[config.mk]
export PLATFORM = sky130hd
export DESIGN_NAME = id_stage
export DESIGN_NICKNAME = d
export VERILOG_FILES = /design/src/rtl/rv_id_pkg.sv /design/src/rtl/id_ex_reg.sv /design/src/rtl/id_stage.sv /design/src/rtl/inst_decoder.sv /design/src/rtl/operand_bypass.sv
export SDC_FILE = /design/constraint.sdc
export NUM_CORES = 1
export LEC_CHECK = 0
export BUFFER_PORTS_ARGS = -buffer_cell sky130_fd_sc_hd__buf_2
export CORE_MARGIN = 4
export CORE_UTILIZATION = 45
export DETAILED_ROUTE_END_ITERATION = 8
export PLACE_DENSITY = 0.78
export SETUP_SLACK_MARGIN = 0.3
export SYNTH_ARGS = -nofsm -noshare
export SYNTH_HDL_FRONTEND = slang
export SYNTH_SLANG_ARGS = --single-unit
[constraint.sdc]
create_clock -name clk_i -period 3.6 [get_ports clk_i]
set_input_delay 0.36 -clock clk_i [delete_from_list [all_inputs] [get_ports clk_i]]
set_output_delay 0.36 -clock clk_i [all_outputs]
set_load 0.02 [all_outputs]
[src/rtl/rv_id_pkg.sv]
`default_nettype none

package rv_id_pkg;

    localparam int XLEN       = 32;
    localparam int REG_ADDR_W = 5;

    // major opcodes.
    localparam logic [6:0] OP_IMM    = 7'b0010011;
    localparam logic [6:0] OP_LUI    = 7'b0110111;
    localparam logic [6:0] OP_AUIPC  = 7'b0010111;
    localparam logic [6:0] OP_OP     = 7'b0110011;
    localparam logic [6:0] OP_JAL    = 7'b1101111;
    localparam logic [6:0] OP_JALR   = 7'b1100111;
    localparam logic [6:0] OP_BRANCH = 7'b1100011;
    localparam logic [6:0] OP_LOAD   = 7'b0000011;
    localparam logic [6:0] OP_STORE  = 7'b0100011;

    localparam logic [2:0] F3_ADD  = 3'b000; // also addi, sub.
    localparam logic [2:0] F3_SLL  = 3'b001;
    localparam logic [2:0] F3_SLT  = 3'b010;
    localparam logic [2:0] F3_SLTU = 3'b011;
    localparam logic [2:0] F3_XOR  = 3'b100;
    localparam logic [2:0] F3_SRL  = 3'b101; // also sra.
    localparam logic [2:0] F3_OR   = 3'b110;
    localparam logic [2:0] F3_AND  = 3'b111;

    localparam logic [2:0] F3_BEQ  = 3'b000;
    localparam logic [2:0] F3_BNE  = 3'b001;
    localparam logic [2:0] F3_BLT  = 3'b100;
    localparam logic [2:0] F3_BGE  = 3'b101;
    localparam logic [2:0] F3_BLTU = 3'b110;
    localparam logic [2:0] F3_BGEU = 3'b111;

    localparam logic [2:0] F3_LB  = 3'b000;
    localparam logic [2:0] F3_LH  = 3'b001;
    localparam logic [2:0] F3_LW  = 3'b010;
    localparam logic [2:0] F3_LBU = 3'b100;
    localparam logic [2:0] F3_LHU = 3'b101;

    localparam logic [2:0] F3_SB = 3'b000;
    localparam logic [2:0] F3_SH = 3'b001;
    localparam logic [2:0] F3_SW = 3'b010;

    localparam logic [6:0] F7_BASE = 7'b0000000;
    localparam logic [6:0] F7_ALT  = 7'b0100000; // sub and sra.

    typedef logic [XLEN-1:0]       word_t;
    typedef logic [REG_ADDR_W-1:0] reg_addr_t;

    typedef enum logic [4:0] {
        EX_NOP, EX_ADD, EX_SUB, EX_SLL, EX_SLT, EX_SLTU, EX_XOR, EX_SRL,
        EX_SRA, EX_OR, EX_AND, EX_AUIPC, EX_JAL, EX_JALR,
        EX_BEQ, EX_BNE, EX_BLT, EX_BGE, EX_BLTU, EX_BGEU,
        EX_LB, EX_LH, EX_LW, EX_LBU, EX_LHU, EX_SB, EX_SH, EX_SW
    } ex_op_e;

    typedef enum logic [2:0] {
        RES_NOP, RES_LOGIC, RES_SHIFT, RES_ARITH, RES_JAL, RES_MEM
    } ex_sel_e;

    // memory op of the instruction currently in execute.
    typedef enum logic [1:0] {
        MEM_NONE, MEM_READ, MEM_READU, MEM_WRITE
    } mem_op_e;

    typedef struct packed {
        logic      we;
        reg_addr_t rd;
        word_t     data;
    } fwd_t;

    typedef struct packed {
        logic      re1;
        logic      re2;
        reg_addr_t addr1;
        reg_addr_t addr2;
    } rf_read_t;

    typedef struct packed {
        ex_op_e    op;
        ex_sel_e   sel;
        reg_addr_t rd;
        logic      we;
        logic      re1;
        logic      re2;
        reg_addr_t rs1;
        reg_addr_t rs2;
        word_t     imm;
    } decode_t;

    typedef struct packed {
        ex_op_e    op;
        ex_sel_e   sel;
        word_t     op1;
        word_t     op2;
        word_t     pc;
        word_t     offset;
        logic      we;
        reg_addr_t rd;
    } id_ex_t;

    localparam id_ex_t ID_EX_BUBBLE = '{op: EX_NOP, sel: RES_NOP, default: '0};

endpackage

`default_nettype wire

[src/rtl/id_ex_reg.sv]
`timescale 1ns/1ps
`default_nettype none

module id_ex_reg import rv_id_pkg::*; (
    input  logic   clk_i,
    input  logic   rst_n_i,
    input  logic   rdy_i,
    input  logic   stall_i,
    input  id_ex_t next_i,
    output id_ex_t id_ex_o
);

    always_ff @(posedge clk_i) begin
        if (!rst_n_i) begin
            id_ex_o <= ID_EX_BUBBLE;
        end else if (rdy_i) begin
            id_ex_o <= stall_i ? ID_EX_BUBBLE : next_i; // hold when not ready.
        end
    end

    // a load-use stall must reach execute as a bubble
    assert property (@(posedge clk_i) disable iff (!rst_n_i)
        (rdy_i && stall_i) |=> (!id_ex_o.we && id_ex_o.op == EX_NOP))
        else $error("id_ex: stall did not insert a bubble");

    // back-pressure freezes the whole stage output.
    assert property (@(posedge clk_i) disable iff (!rst_n_i)
        !rdy_i |=> $stable(id_ex_o))
        else $error("id_ex: output changed while not ready");

endmodule

`default_nettype wire

[src/rtl/id_stage.sv]
`timescale 1ns/1ps
`default_nettype none

module id_stage import rv_id_pkg::*; (
    input  logic     clk_i,
    input  logic     rst_n_i,
    input  logic     rdy_i,
    input  word_t    pc_i,
    input  word_t    inst_i,
    input  word_t    rf_data1_i,
    input  word_t    rf_data2_i,
    input  fwd_t     ex_fwd_i,
    input  fwd_t     mem_fwd_i,
    input  mem_op_e  ex_mem_op_i,
    output rf_read_t rf_read_o,
    output logic     id_stall_o,
    output id_ex_t   id_ex_o
);

    decode_t dec;
    word_t   op1;
    word_t   op2;
    logic    stall1;
    logic    stall2;
    id_ex_t  next;

    inst_decoder u_dec (
        .inst_i (inst_i),
        .dec_o  (dec)
    );

    operand_bypass u_src1 (
        .read_en_i   (dec.re1),
        .addr_i      (dec.rs1),
        .imm_i       (dec.imm),
        .rf_data_i   (rf_data1_i),
        .ex_fwd_i    (ex_fwd_i),
        .mem_fwd_i   (mem_fwd_i),
        .ex_mem_op_i (ex_mem_op_i),
        .operand_o   (op1),
        .stall_o     (stall1)
    );

    operand_bypass u_src2 (
        .read_en_i   (dec.re2),
        .addr_i      (dec.rs2),
        .imm_i       (dec.imm),
        .rf_data_i   (rf_data2_i),
        .ex_fwd_i    (ex_fwd_i),
        .mem_fwd_i   (mem_fwd_i),
        .ex_mem_op_i (ex_mem_op_i),
        .operand_o   (op2),
        .stall_o     (stall2)
    );

    assign rf_read_o  = '{re1: dec.re1, re2: dec.re2, addr1: dec.rs1, addr2: dec.rs2};
    assign id_stall_o = stall1 | stall2;

    assign next = '{op: dec.op, sel: dec.sel, op1: op1, op2: op2, pc: pc_i,
                    offset: dec.imm, we: dec.we, rd: dec.rd};

    id_ex_reg u_id_ex (
        .clk_i   (clk_i),
        .rst_n_i (rst_n_i),
        .rdy_i   (rdy_i),
        .stall_i (id_stall_o),
        .next_i  (next),
        .id_ex_o (id_ex_o)
    );

endmodule

`default_nettype wire

[src/rtl/inst_decoder.sv]
`timescale 1ns/1ps
`default_nettype none

module inst_decoder import rv_id_pkg::*; (
    input  word_t   inst_i,
    output decode_t dec_o
);

    logic [6:0] opcode;
    logic [2:0] funct3;
    logic [6:0] funct7;
    reg_addr_t  rd;
    reg_addr_t  rs1;
    reg_addr_t  rs2;
    word_t      imm_i;
    word_t      imm_sh;
    word_t      imm_s;
    word_t      imm_b;
    word_t      imm_u;
    word_t      imm_j;

    assign opcode = inst_i[6:0];
    assign funct3 = inst_i[14:12];
    assign funct7 = inst_i[31:25];
    assign rd     = inst_i[11:7];
    assign rs1    = inst_i[19:15];
    assign rs2    = inst_i[24:20];

    assign imm_i  = {{20{inst_i[31]}}, inst_i[31:20]};
    assign imm_sh = {27'b0, rs2}; // shamt.
    assign imm_s  = {{20{inst_i[31]}}, inst_i[31:25], inst_i[11:7]};
    assign imm_b  = {{19{inst_i[31]}}, inst_i[31], inst_i[7], inst_i[30:25],
                     inst_i[11:8], 1'b0};
    assign imm_u  = {inst_i[31:12], 12'b0};
    assign imm_j  = {{11{inst_i[31]}}, inst_i[31], inst_i[19:12], inst_i[20],
                     inst_i[30:21], 1'b0};

    always_comb begin
        dec_o     = '0;
        dec_o.op  = EX_NOP;
        dec_o.sel = RES_NOP;
        dec_o.rd  = rd;
        case (opcode)
            OP_IMM: begin
                dec_o.re1 = 1'b1;
                dec_o.rs1 = rs1;
                dec_o.we  = 1'b1;
                dec_o.imm = imm_i;
                case (funct3)
                    F3_ADD:  {dec_o.op, dec_o.sel} = {EX_ADD, RES_ARITH};
                    F3_SLT:  {dec_o.op, dec_o.sel} = {EX_SLT, RES_ARITH};
                    F3_SLTU: {dec_o.op, dec_o.sel} = {EX_SLTU, RES_ARITH};
                    F3_XOR:  {dec_o.op, dec_o.sel} = {EX_XOR, RES_LOGIC};
                    F3_OR:   {dec_o.op, dec_o.sel} = {EX_OR, RES_LOGIC};
                    F3_AND:  {dec_o.op, dec_o.sel} = {EX_AND, RES_LOGIC};
                    F3_SLL: begin
                        {dec_o.op, dec_o.sel} = {EX_SLL, RES_SHIFT};
                        dec_o.imm = imm_sh;
                    end
                    F3_SRL: begin
                        dec_o.imm = imm_sh;
                        if (funct7 == F7_BASE) begin
                            {dec_o.op, dec_o.sel} = {EX_SRL, RES_SHIFT};
                        end else if (funct7 == F7_ALT) begin
                            {dec_o.op, dec_o.sel} = {EX_SRA, RES_SHIFT};
                        end
                    end
                endcase
            end
            OP_OP: begin
                dec_o.re1 = 1'b1;
                dec_o.re2 = 1'b1;
                dec_o.rs1 = rs1;
                dec_o.rs2 = rs2;
                dec_o.we  = 1'b1;
                case (funct3)
                    F3_SLL:  {dec_o.op, dec_o.sel} = {EX_SLL, RES_SHIFT};
                    F3_SLT:  {dec_o.op, dec_o.sel} = {EX_SLT, RES_ARITH};
                    F3_SLTU: {dec_o.op, dec_o.sel} = {EX_SLTU, RES_ARITH};
                    F3_XOR:  {dec_o.op, dec_o.sel} = {EX_XOR, RES_LOGIC};
                    F3_OR:   {dec_o.op, dec_o.sel} = {EX_OR, RES_LOGIC};
                    F3_AND:  {dec_o.op, dec_o.sel} = {EX_AND, RES_LOGIC};
                    F3_ADD: begin
                        if (funct7 == F7_BASE) begin
                            {dec_o.op, dec_o.sel} = {EX_ADD, RES_ARITH};
                        end else if (funct7 == F7_ALT) begin
                            {dec_o.op, dec_o.sel} = {EX_SUB, RES_ARITH};
                        end
                    end
                    F3_SRL: begin
                        if (funct7 == F7_BASE) begin
                            {dec_o.op, dec_o.sel} = {EX_SRL, RES_SHIFT};
                        end else if (funct7 == F7_ALT) begin
                            {dec_o.op, dec_o.sel} = {EX_SRA, RES_SHIFT};
                        end
                    end
                endcase
            end
            OP_LUI: begin
                {dec_o.op, dec_o.sel} = {EX_OR, RES_LOGIC}; // imm | imm.
                dec_o.we  = 1'b1;
                dec_o.imm = imm_u;
            end
            OP_AUIPC: begin
                {dec_o.op, dec_o.sel} = {EX_AUIPC, RES_ARITH};
                dec_o.we  = 1'b1;
                dec_o.imm = imm_u;
            end
            OP_JAL: begin
                {dec_o.op, dec_o.sel} = {EX_JAL, RES_JAL};
                dec_o.we  = 1'b1;
                dec_o.imm = imm_j;
            end
            OP_JALR: begin
                {dec_o.op, dec_o.sel} = {EX_JALR, RES_JAL};
                dec_o.re1 = 1'b1;
                dec_o.rs1 = rs1;
                dec_o.we  = 1'b1;
                dec_o.imm = imm_i;
            end
            OP_BRANCH: begin
                dec_o.re1 = 1'b1;
                dec_o.re2 = 1'b1;
                dec_o.rs1 = rs1;
                dec_o.rs2 = rs2;
                dec_o.imm = imm_b;
                case (funct3)
                    F3_BEQ:  dec_o.op = EX_BEQ;
                    F3_BNE:  dec_o.op = EX_BNE;
                    F3_BLT:  dec_o.op = EX_BLT;
                    F3_BGE:  dec_o.op = EX_BGE;
                    F3_BLTU: dec_o.op = EX_BLTU;
                    F3_BGEU: dec_o.op = EX_BGEU;
                    default: dec_o.op = EX_NOP;
                endcase
            end
            OP_LOAD: begin
                dec_o.re1 = 1'b1;
                dec_o.rs1 = rs1;
                dec_o.we  = 1'b1;
                dec_o.imm = imm_i;
                dec_o.sel = RES_MEM;
                case (funct3)
                    F3_LB:   dec_o.op = EX_LB;
                    F3_LH:   dec_o.op = EX_LH;
                    F3_LW:   dec_o.op = EX_LW;
                    F3_LBU:  dec_o.op = EX_LBU;
                    F3_LHU:  dec_o.op = EX_LHU;
                    default: dec_o.op = EX_NOP;
                endcase
            end
            OP_STORE: begin
                dec_o.re1 = 1'b1;
                dec_o.re2 = 1'b1;
                dec_o.rs1 = rs1;
                dec_o.rs2 = rs2;
                dec_o.imm = imm_s;
                dec_o.sel = RES_MEM;
                case (funct3)
                    F3_SB:   dec_o.op = EX_SB;
                    F3_SH:   dec_o.op = EX_SH;
                    F3_SW:   dec_o.op = EX_SW;
                    default: dec_o.op = EX_NOP;
                endcase
            end
            default: ;
        endcase

        // illegal encodings read and write nothing but keep rd
        if (dec_o.op == EX_NOP) begin
            dec_o.sel = RES_NOP;
            dec_o.we  = 1'b0;
            dec_o.re1 = 1'b0;
            dec_o.re2 = 1'b0;
            dec_o.rs1 = '0;
            dec_o.rs2 = '0;
            dec_o.imm = '0;
        end
    end

endmodule

`default_nettype wire

[src/rtl/operand_bypass.sv]
`timescale 1ns/1ps
`default_nettype none

module operand_bypass import rv_id_pkg::*; (
    input  logic      read_en_i,
    input  reg_addr_t addr_i,
    input  word_t     imm_i,
    input  word_t     rf_data_i,
    input  fwd_t      ex_fwd_i,
    input  fwd_t      mem_fwd_i,
    input  mem_op_e   ex_mem_op_i,
    output word_t     operand_o,
    output logic      stall_o
);

    logic ex_load;

    assign ex_load = (ex_mem_op_i == MEM_READ) || (ex_mem_op_i == MEM_READU);

    always_comb begin
        operand_o = rf_data_i;
        stall_o   = 1'b0;
        if (!read_en_i) begin
            operand_o = imm_i;
        end else if (addr_i == '0) begin
            operand_o = '0; // x0.
        end else if (ex_load && ex_fwd_i.rd == addr_i) begin
            operand_o = '0; // load data not there yet.
            stall_o   = 1'b1;
        end else if (ex_fwd_i.we && ex_fwd_i.rd == addr_i) begin
            operand_o = ex_fwd_i.data;
        end else if (mem_fwd_i.we && mem_fwd_i.rd == addr_i) begin
            operand_o = mem_fwd_i.data;
        end
    end

endmodule

`default_nettype wire

# [Word level (Yosys, flattened, before mapping)]
# Cells that the tools add are included.
[totals] reg_bits=142 latch_bits=0 ram_bits=0 mem_bits_ro=0 input_bits=209 elab_cells=89 n_memories=0
[op_classes] n_addsub=0 mul=0 div_mod_pow=0 magnitude_cmp=0 n_eq_ne=23 shifts=0 n_mux=37 bitwise=1 n_reduce_logical=20
[ops] operator="$mux 32" n=11
[ops] operator="$pmux 32 s6" n=1
[ops] operator="$mux 142" n=1
[ops] operator="$pmux 8 s8" n=2
[ops] operator="$mux 45" n=1
[ops] operator="$pmux 5 s9" n=1
[ops] operator="$pmux 5 s6" n=1
[ops] operator="$eq 7x6->1 const B" n=4
[ops] operator="$pmux 5 s5" n=1
[ops] operator="$eq 7x7->1 const B" n=3
[ops] operator="$eq 5x5->1" n=4
[ops] operator="$pmux 3 s6" n=1
[ops] operator="$mux 8" n=2
[ops] operator="$logic_not 5->1" n=3
[ops] operator="$mux 5" n=3
[ops] operator="$pmux 5 s3" n=1
[ops] operator="$eq 7x5->1 const B" n=2
[ops] operator="$eq 3x3->1 const B" n=4
[ops] operator="$reduce_or 2->1" n=5
[ops] operator="$mux 1" n=9
[ops] operator="$eq 7x2->1 const B" n=1
[ops] operator="$logic_not 7->1" n=1
[ops] operator="$mux 7" n=1
[ops] operator="$reduce_or 7->1" n=1
[ops] operator="11 further kinds" n=17

# [Longest topological paths before layout]
[logic_depth] depth_word=15 depth_mapped=18 depth_no_buf=13

# [Cells and area by module]
# From an unflattened synthesis, not the netlist that was laid out.
[hier_totals] cells_unflattened=1348 hier_area_um2=10895.4
[by_module_without_submodules] mod="id_ex_reg" instances=1 cells_each=631 area_each_um2=5809.3 seq_area_each_um2=2842.7
[by_module_without_submodules] mod="operand_bypass" instances=2 cells_each=245 area_each_um2=1816.7 seq_area_each_um2=0.0
[by_module_without_submodules] mod="inst_decoder" instances=1 cells_each=226 area_each_um2=1446.4 seq_area_each_um2=0.0
[by_module_without_submodules] mod="id_stage" instances=1 cells_each=1 area_each_um2=6.3 seq_area_each_um2=0.0

# [Least setup slack after synthesis]
# No wires, ideal clock.
[synth_path] kind="input to register" startpoint="input inst_i[14]" endpoint="register, netlist name u_id_ex.id_ex_o[105]" setup_time_ns=0.122 arrival_time_ns=3.483 t_required_ns=3.478 setup_slack_ns=-0.005 cell_stages=16 n_path_buf=4 path_cell_list="buf_2 -> buf_2 -> inv_1 -> ha_1 -> nor2_1 -> a31o_1 -> a221oi_2 -> nand2_1 -> or3_1 -> buf_2 -> and4_1 -> nor4b_4 -> buf_2 -> mux2_1 -> o211ai_1 -> a21oi_1"
[synth_between] elab_chain_cells=13
[synth_rtl] item="from (decl)" line_no="id_stage.sv:9" source="input word_t inst_i,"
[synth_rtl] item="$eq 3x3->1, or another cell as far along"
[synth_rtl] item="$pmux 8 s8, or another cell as far along" line_no="inst_decoder.sv:76" source="case (funct3)"
[synth_rtl] item="$pmux 5 s9 (*)" line_no="inst_decoder.sv:43" source="case (opcode)"
[synth_rtl] item="$logic_not 5->1 (*)" line_no="inst_decoder.sv:170" source="if (dec_o.op == EX_NOP) begin"
[synth_rtl] item="$mux 45 (*)" line_no="inst_decoder.sv:170"
[synth_rtl] item="$eq 5x5->1" line_no="operand_bypass.sv:32" source="end else if (mem_fwd_i.we && mem_fwd_i.rd == addr_i) begin"
[synth_rtl] item="$logic_and 1x1->1" line_no="operand_bypass.sv:32"
[synth_rtl] item="$mux 32" line_no="operand_bypass.sv:32"
[synth_rtl] item="$mux 32" line_no="operand_bypass.sv:30" source="end else if (ex_fwd_i.we && ex_fwd_i.rd == addr_i) begin"
[synth_rtl] item="$mux 32" line_no="operand_bypass.sv:27" source="end else if (ex_load && ex_fwd_i.rd == addr_i) begin"
[synth_rtl] item="$mux 32" line_no="operand_bypass.sv:25" source="end else if (addr_i == '0) begin"
[synth_rtl] item="$mux 32" line_no="operand_bypass.sv:23" source="if (!read_en_i) begin"
[synth_rtl] item="$mux 142 (*)" line_no="id_ex_reg.sv:17" source="id_ex_o <= stall_i ? ID_EX_BUBBLE : next_i;"
# Mark *: on every way between the ends. The rest lies on a longest branch, timed or not.
# A chain may end at the register's enable or synchronous reset.

==> impl_results.md <==
* Initial antenna violation count at 1
* Finished Layout Cells at 1902
* Worst Skew at 0 ps
* Critical path class: input port to output port
* Die Y at 152 µm
* Number of distinct library cells after synthesis at 85
* Worst path arrival time at 2910 ps
* Biggest register: u_id_ex.id_ex_o
* Gate Count Post-Synth at 1207
* First-pass GRT wire length at 63.3 mm
* Slew margin rel. at around a quarter
* Share of cells above drive strength 1 at 40.0%
* Max reg flops at 142
* Post-layout util at 66.6%
* CTS tree: built
* DPL Wire Length at 31.2 mm
* Least-Margin Pin Slew at 1120 ps
* Fin crit share at between 90 and 100%
* Pint at 0.00299 W
* Deepest clock path buffer count at 2
* CP dominant cell by count: buf_6
* Critical Path Fanout Max at 6
* Dpl cells at 1845
* Sequential share of the synthesized area at between 30% and 40%
* Port bufs at ~360
* Reg clk slew, reported paths at around 70 ps
* Avg Cell Area, Syn at approximately 7.7 µm²
* CP endpoint kind: output port
* CTS Sinks at 142
* Area growth, synth to finish at 44.8%
* CP max stage cell: or4b_4
* Sequential share of power at a little under two fifths
* CP Launch Type: input port
* Largest regs: u_id_ex.id_ex_o: 142 flops
* Gpl congestion at roughly 1
* Clk_lat worst skew at between 400 and 500 ps
* Initial DRC count at 1480
* CTS HTree Levels at 4
* Overall routing resource usage at 33.8%
* RSZ-0062 raised after global routing: yes
* Synth async-reset ratio at 0%
* Setup WS pre-CTS at -174 ps
* Largest net degree at the start of global routing at 100
* HP Class: input port to flop
* Clock Root Buffer: clkbuf_16
* Hold-fix buffers, CTS at 0
* Final setup viols at 0
* PnR worst setup slack at 332 ps
* CTS Buf Count at 17
* Final wirelength at ~42 mm
* Syn Nets at 1420
* Switching part of the total at 30.0%
* Initial Util at 46.0%
* Vias in the first global route at 11100
* Lkg Pwr at 5.87 nW
* Minimum clock period at 3270 ps
* Core ar. at around 20000 µm²
* Combinational Power Share at between 15 and 20%
* Psw at 0.00128 W
* PD cells at 315 nW/µm²
* Drt wl/cell at 22.2 µm
* Yosys top cell area share at 30.5%
* Worst EP required at approximately 3200 ps
* Synth area leader: dfxtp_1
* Final hold slack at slightly below 200 ps
* R2r setup slk at 2700 ps
* Rows at 52
* Clock power frac at 44.2%
* Via count at approximately 12000
* Grt total ovfl at 0
* CP peak stage delay at 580 ps
* IO Pins at ~360
* Peak supply drop at between 0.2 and 0.3 mV
* Netlist Area Pre-Place at 9330 µm²
* Max-cap check violation count at 0
* FMAX at 306 MHz
* Final net count at 1832
* Status: finished, final reports clean
* #FFs+latches synth at approximately 140
* Router iterations before antenna repair at 8
* Routed vias/inst at around 6.2
* Post-route ant nets at 0
* Main synth FF type: dfxtp_1
* Hold Violations, Final at 0
* # DRC at 0
* Die area at roughly 23000 µm²
* Post-route setup TNS at 0 ps
* Die X at 152 µm
* Antenna Cells at 0
* Synth warn at 0
* Synth top area cells: dfxtp_1 30%, nand3_1 5.5%, nand2_1 5.1%
* Final Max Tran Viols at 0
* Number of synthesized flops with an enable pin at 0
* Crit-path cells: buf_6 -> clkbuf_16 -> nor3b_1 -> o211ai_1 -> nand4_1 -> nand4_1 -> or4b_4 -> buf_6 -> buf_6 -> o21ai_4 -> buf_6 -> clkinvlp_4 -> and2_1 -> buf_6
## per-layer routing
metal	track usage [%]	wire (µm)
met4	14.2	1960
met5	0	13
met1	44.9	16900
met2	54.0	19200
met3	6.31	4140
## kinds of logic after synthesis
family	synth area share (%)
mux	6.22
simple gates	24.4
compound gates	30.4
buf+inv	7.23
fa+ha+maj	0.536
xor+xnor	0.751
flops	30.5
## synthesized netlist by cell type, types with 3 or more instances
| master | count |
|---|---|
| o21ai_1 | 43 |
| ha_1 | 4 |
| and4_1 | 33 |
| xnor2_1 | 3 |
| a22oi_1 | 16 |
| mux2_2 | 23 |
| buf_4 | 8 |
| o211ai_1 | 15 |
| clkbuf_1 | 75 |
| o311ai_1 | 11 |
| o31a_1 | 13 |
| nand2_1 | 127 |
| a32oi_1 | 33 |
| a21boi_0 | 6 |
| nand3_1 | 103 |
| dfxtp_1 | 142 |
| nor3_1 | 13 |
| buf_2 | 33 |
| or3_1 | 9 |
| mux2i_1 | 22 |
| xor2_1 | 5 |
| and2_1 | 10 |
| a22o_1 | 4 |
| a221oi_1 | 6 |
| a21oi_1 | 84 |
| nand3b_1 | 3 |
| o21ai_0 | 28 |
| a211oi_1 | 22 |
| or2_2 | 4 |
| mux2_1 | 9 |
| nor2b_1 | 32 |
| buf_1 | 7 |
| nand2b_1 | 10 |
| o31ai_1 | 26 |
| nand4_1 | 3 |
| nor2_1 | 58 |
| a21boi_1 | 61 |
| o22ai_1 | 6 |
| inv_1 | 31 |
| a31oi_1 | 7 |
| and3_1 | 5 |
## power groups by stage
| stage | clock network (W) | logic [W] | registers (W) |
|---|---|---|---|
| 2_1_floorplan | 0 | 0.000334 | 0.00167 |
| 3_3_place_gp | 0 | 0.000697 | 0.00164 |
| 3_5_place_dp | 0 | 0.000703 | 0.00164 |
| 4_1_cts | 0.00190 | 0.000724 | 0.00161 |
| 5_1_grt | 0.00197 | 0.000818 | 0.00161 |
| 6_report | 0.00189 | 0.000770 | 0.00161 |
## metrics by stage
step                instance area, µm²  power, W
detailed placement               12300   0.00235
finish                           13500   0.00426
global placement                 12300   0.00234
floorplan                         9530   0.00201
global route                     13500   0.00439
CTS                              13100   0.00423
## timing repair
action,CTS,global route
setup endpoints to repair,21,76
resized for setup,27,60
buffers inserted,15,6
gates cloned,0,4
endpoints found under the hold margin,0,0
pin swaps,9,16
## cell type report
| type | count | area (µm²) |
|---|---|---|
| Clock buffer | 17 | 425 |
| Clock inverter | 15 | 195 |
| Fill cell | 1718 | 6780 |
| Inverter | 32 | 129 |
| Multi-Input combinational cell | 909 | 6260 |
| Sequential cell | 142 | 2840 |
| Tap cell | 270 | 338 |
| Timing Repair Buffer | 517 | 3330 |
## worst paths after layout
kind | startpoint | to | depth (start not counted)
min reg2reg | u_id_ex.id_ex_o[58]$_SDFFE_PN0P_ | u_id_ex.id_ex_o[58]$_SDFFE_PN0P_ | 2
max reg2reg | u_id_ex.id_ex_o[121]$_SDFFE_PN0P_ | u_id_ex.id_ex_o[121]$_SDFFE_PN0P_ | 4
min | pc_i[22] | u_id_ex.id_ex_o[60]$_SDFFE_PN0P_ | 3
max | inst_i[13] | rf_read_o[8] | 14
## layout by cell type, fill, tap and decap left out, drive strengths merged, types with 33 or more instances in the layout
master,n
a32oi,33
a21boi,67
nand2,127
and4,33
dfxtp,142
a21oi,86
inv,40
buf,514
nor2,58
o21ai,73
nand3,107
## worst max-delay path: cells and delay by family
kind	cells	cell delay, ps
and+or+nand+nor	5	1270
buffers and inverters	7	920
AOI/OAI and AO/OA	2	340
No activity file was read; power rests on OpenSTA's default activity.
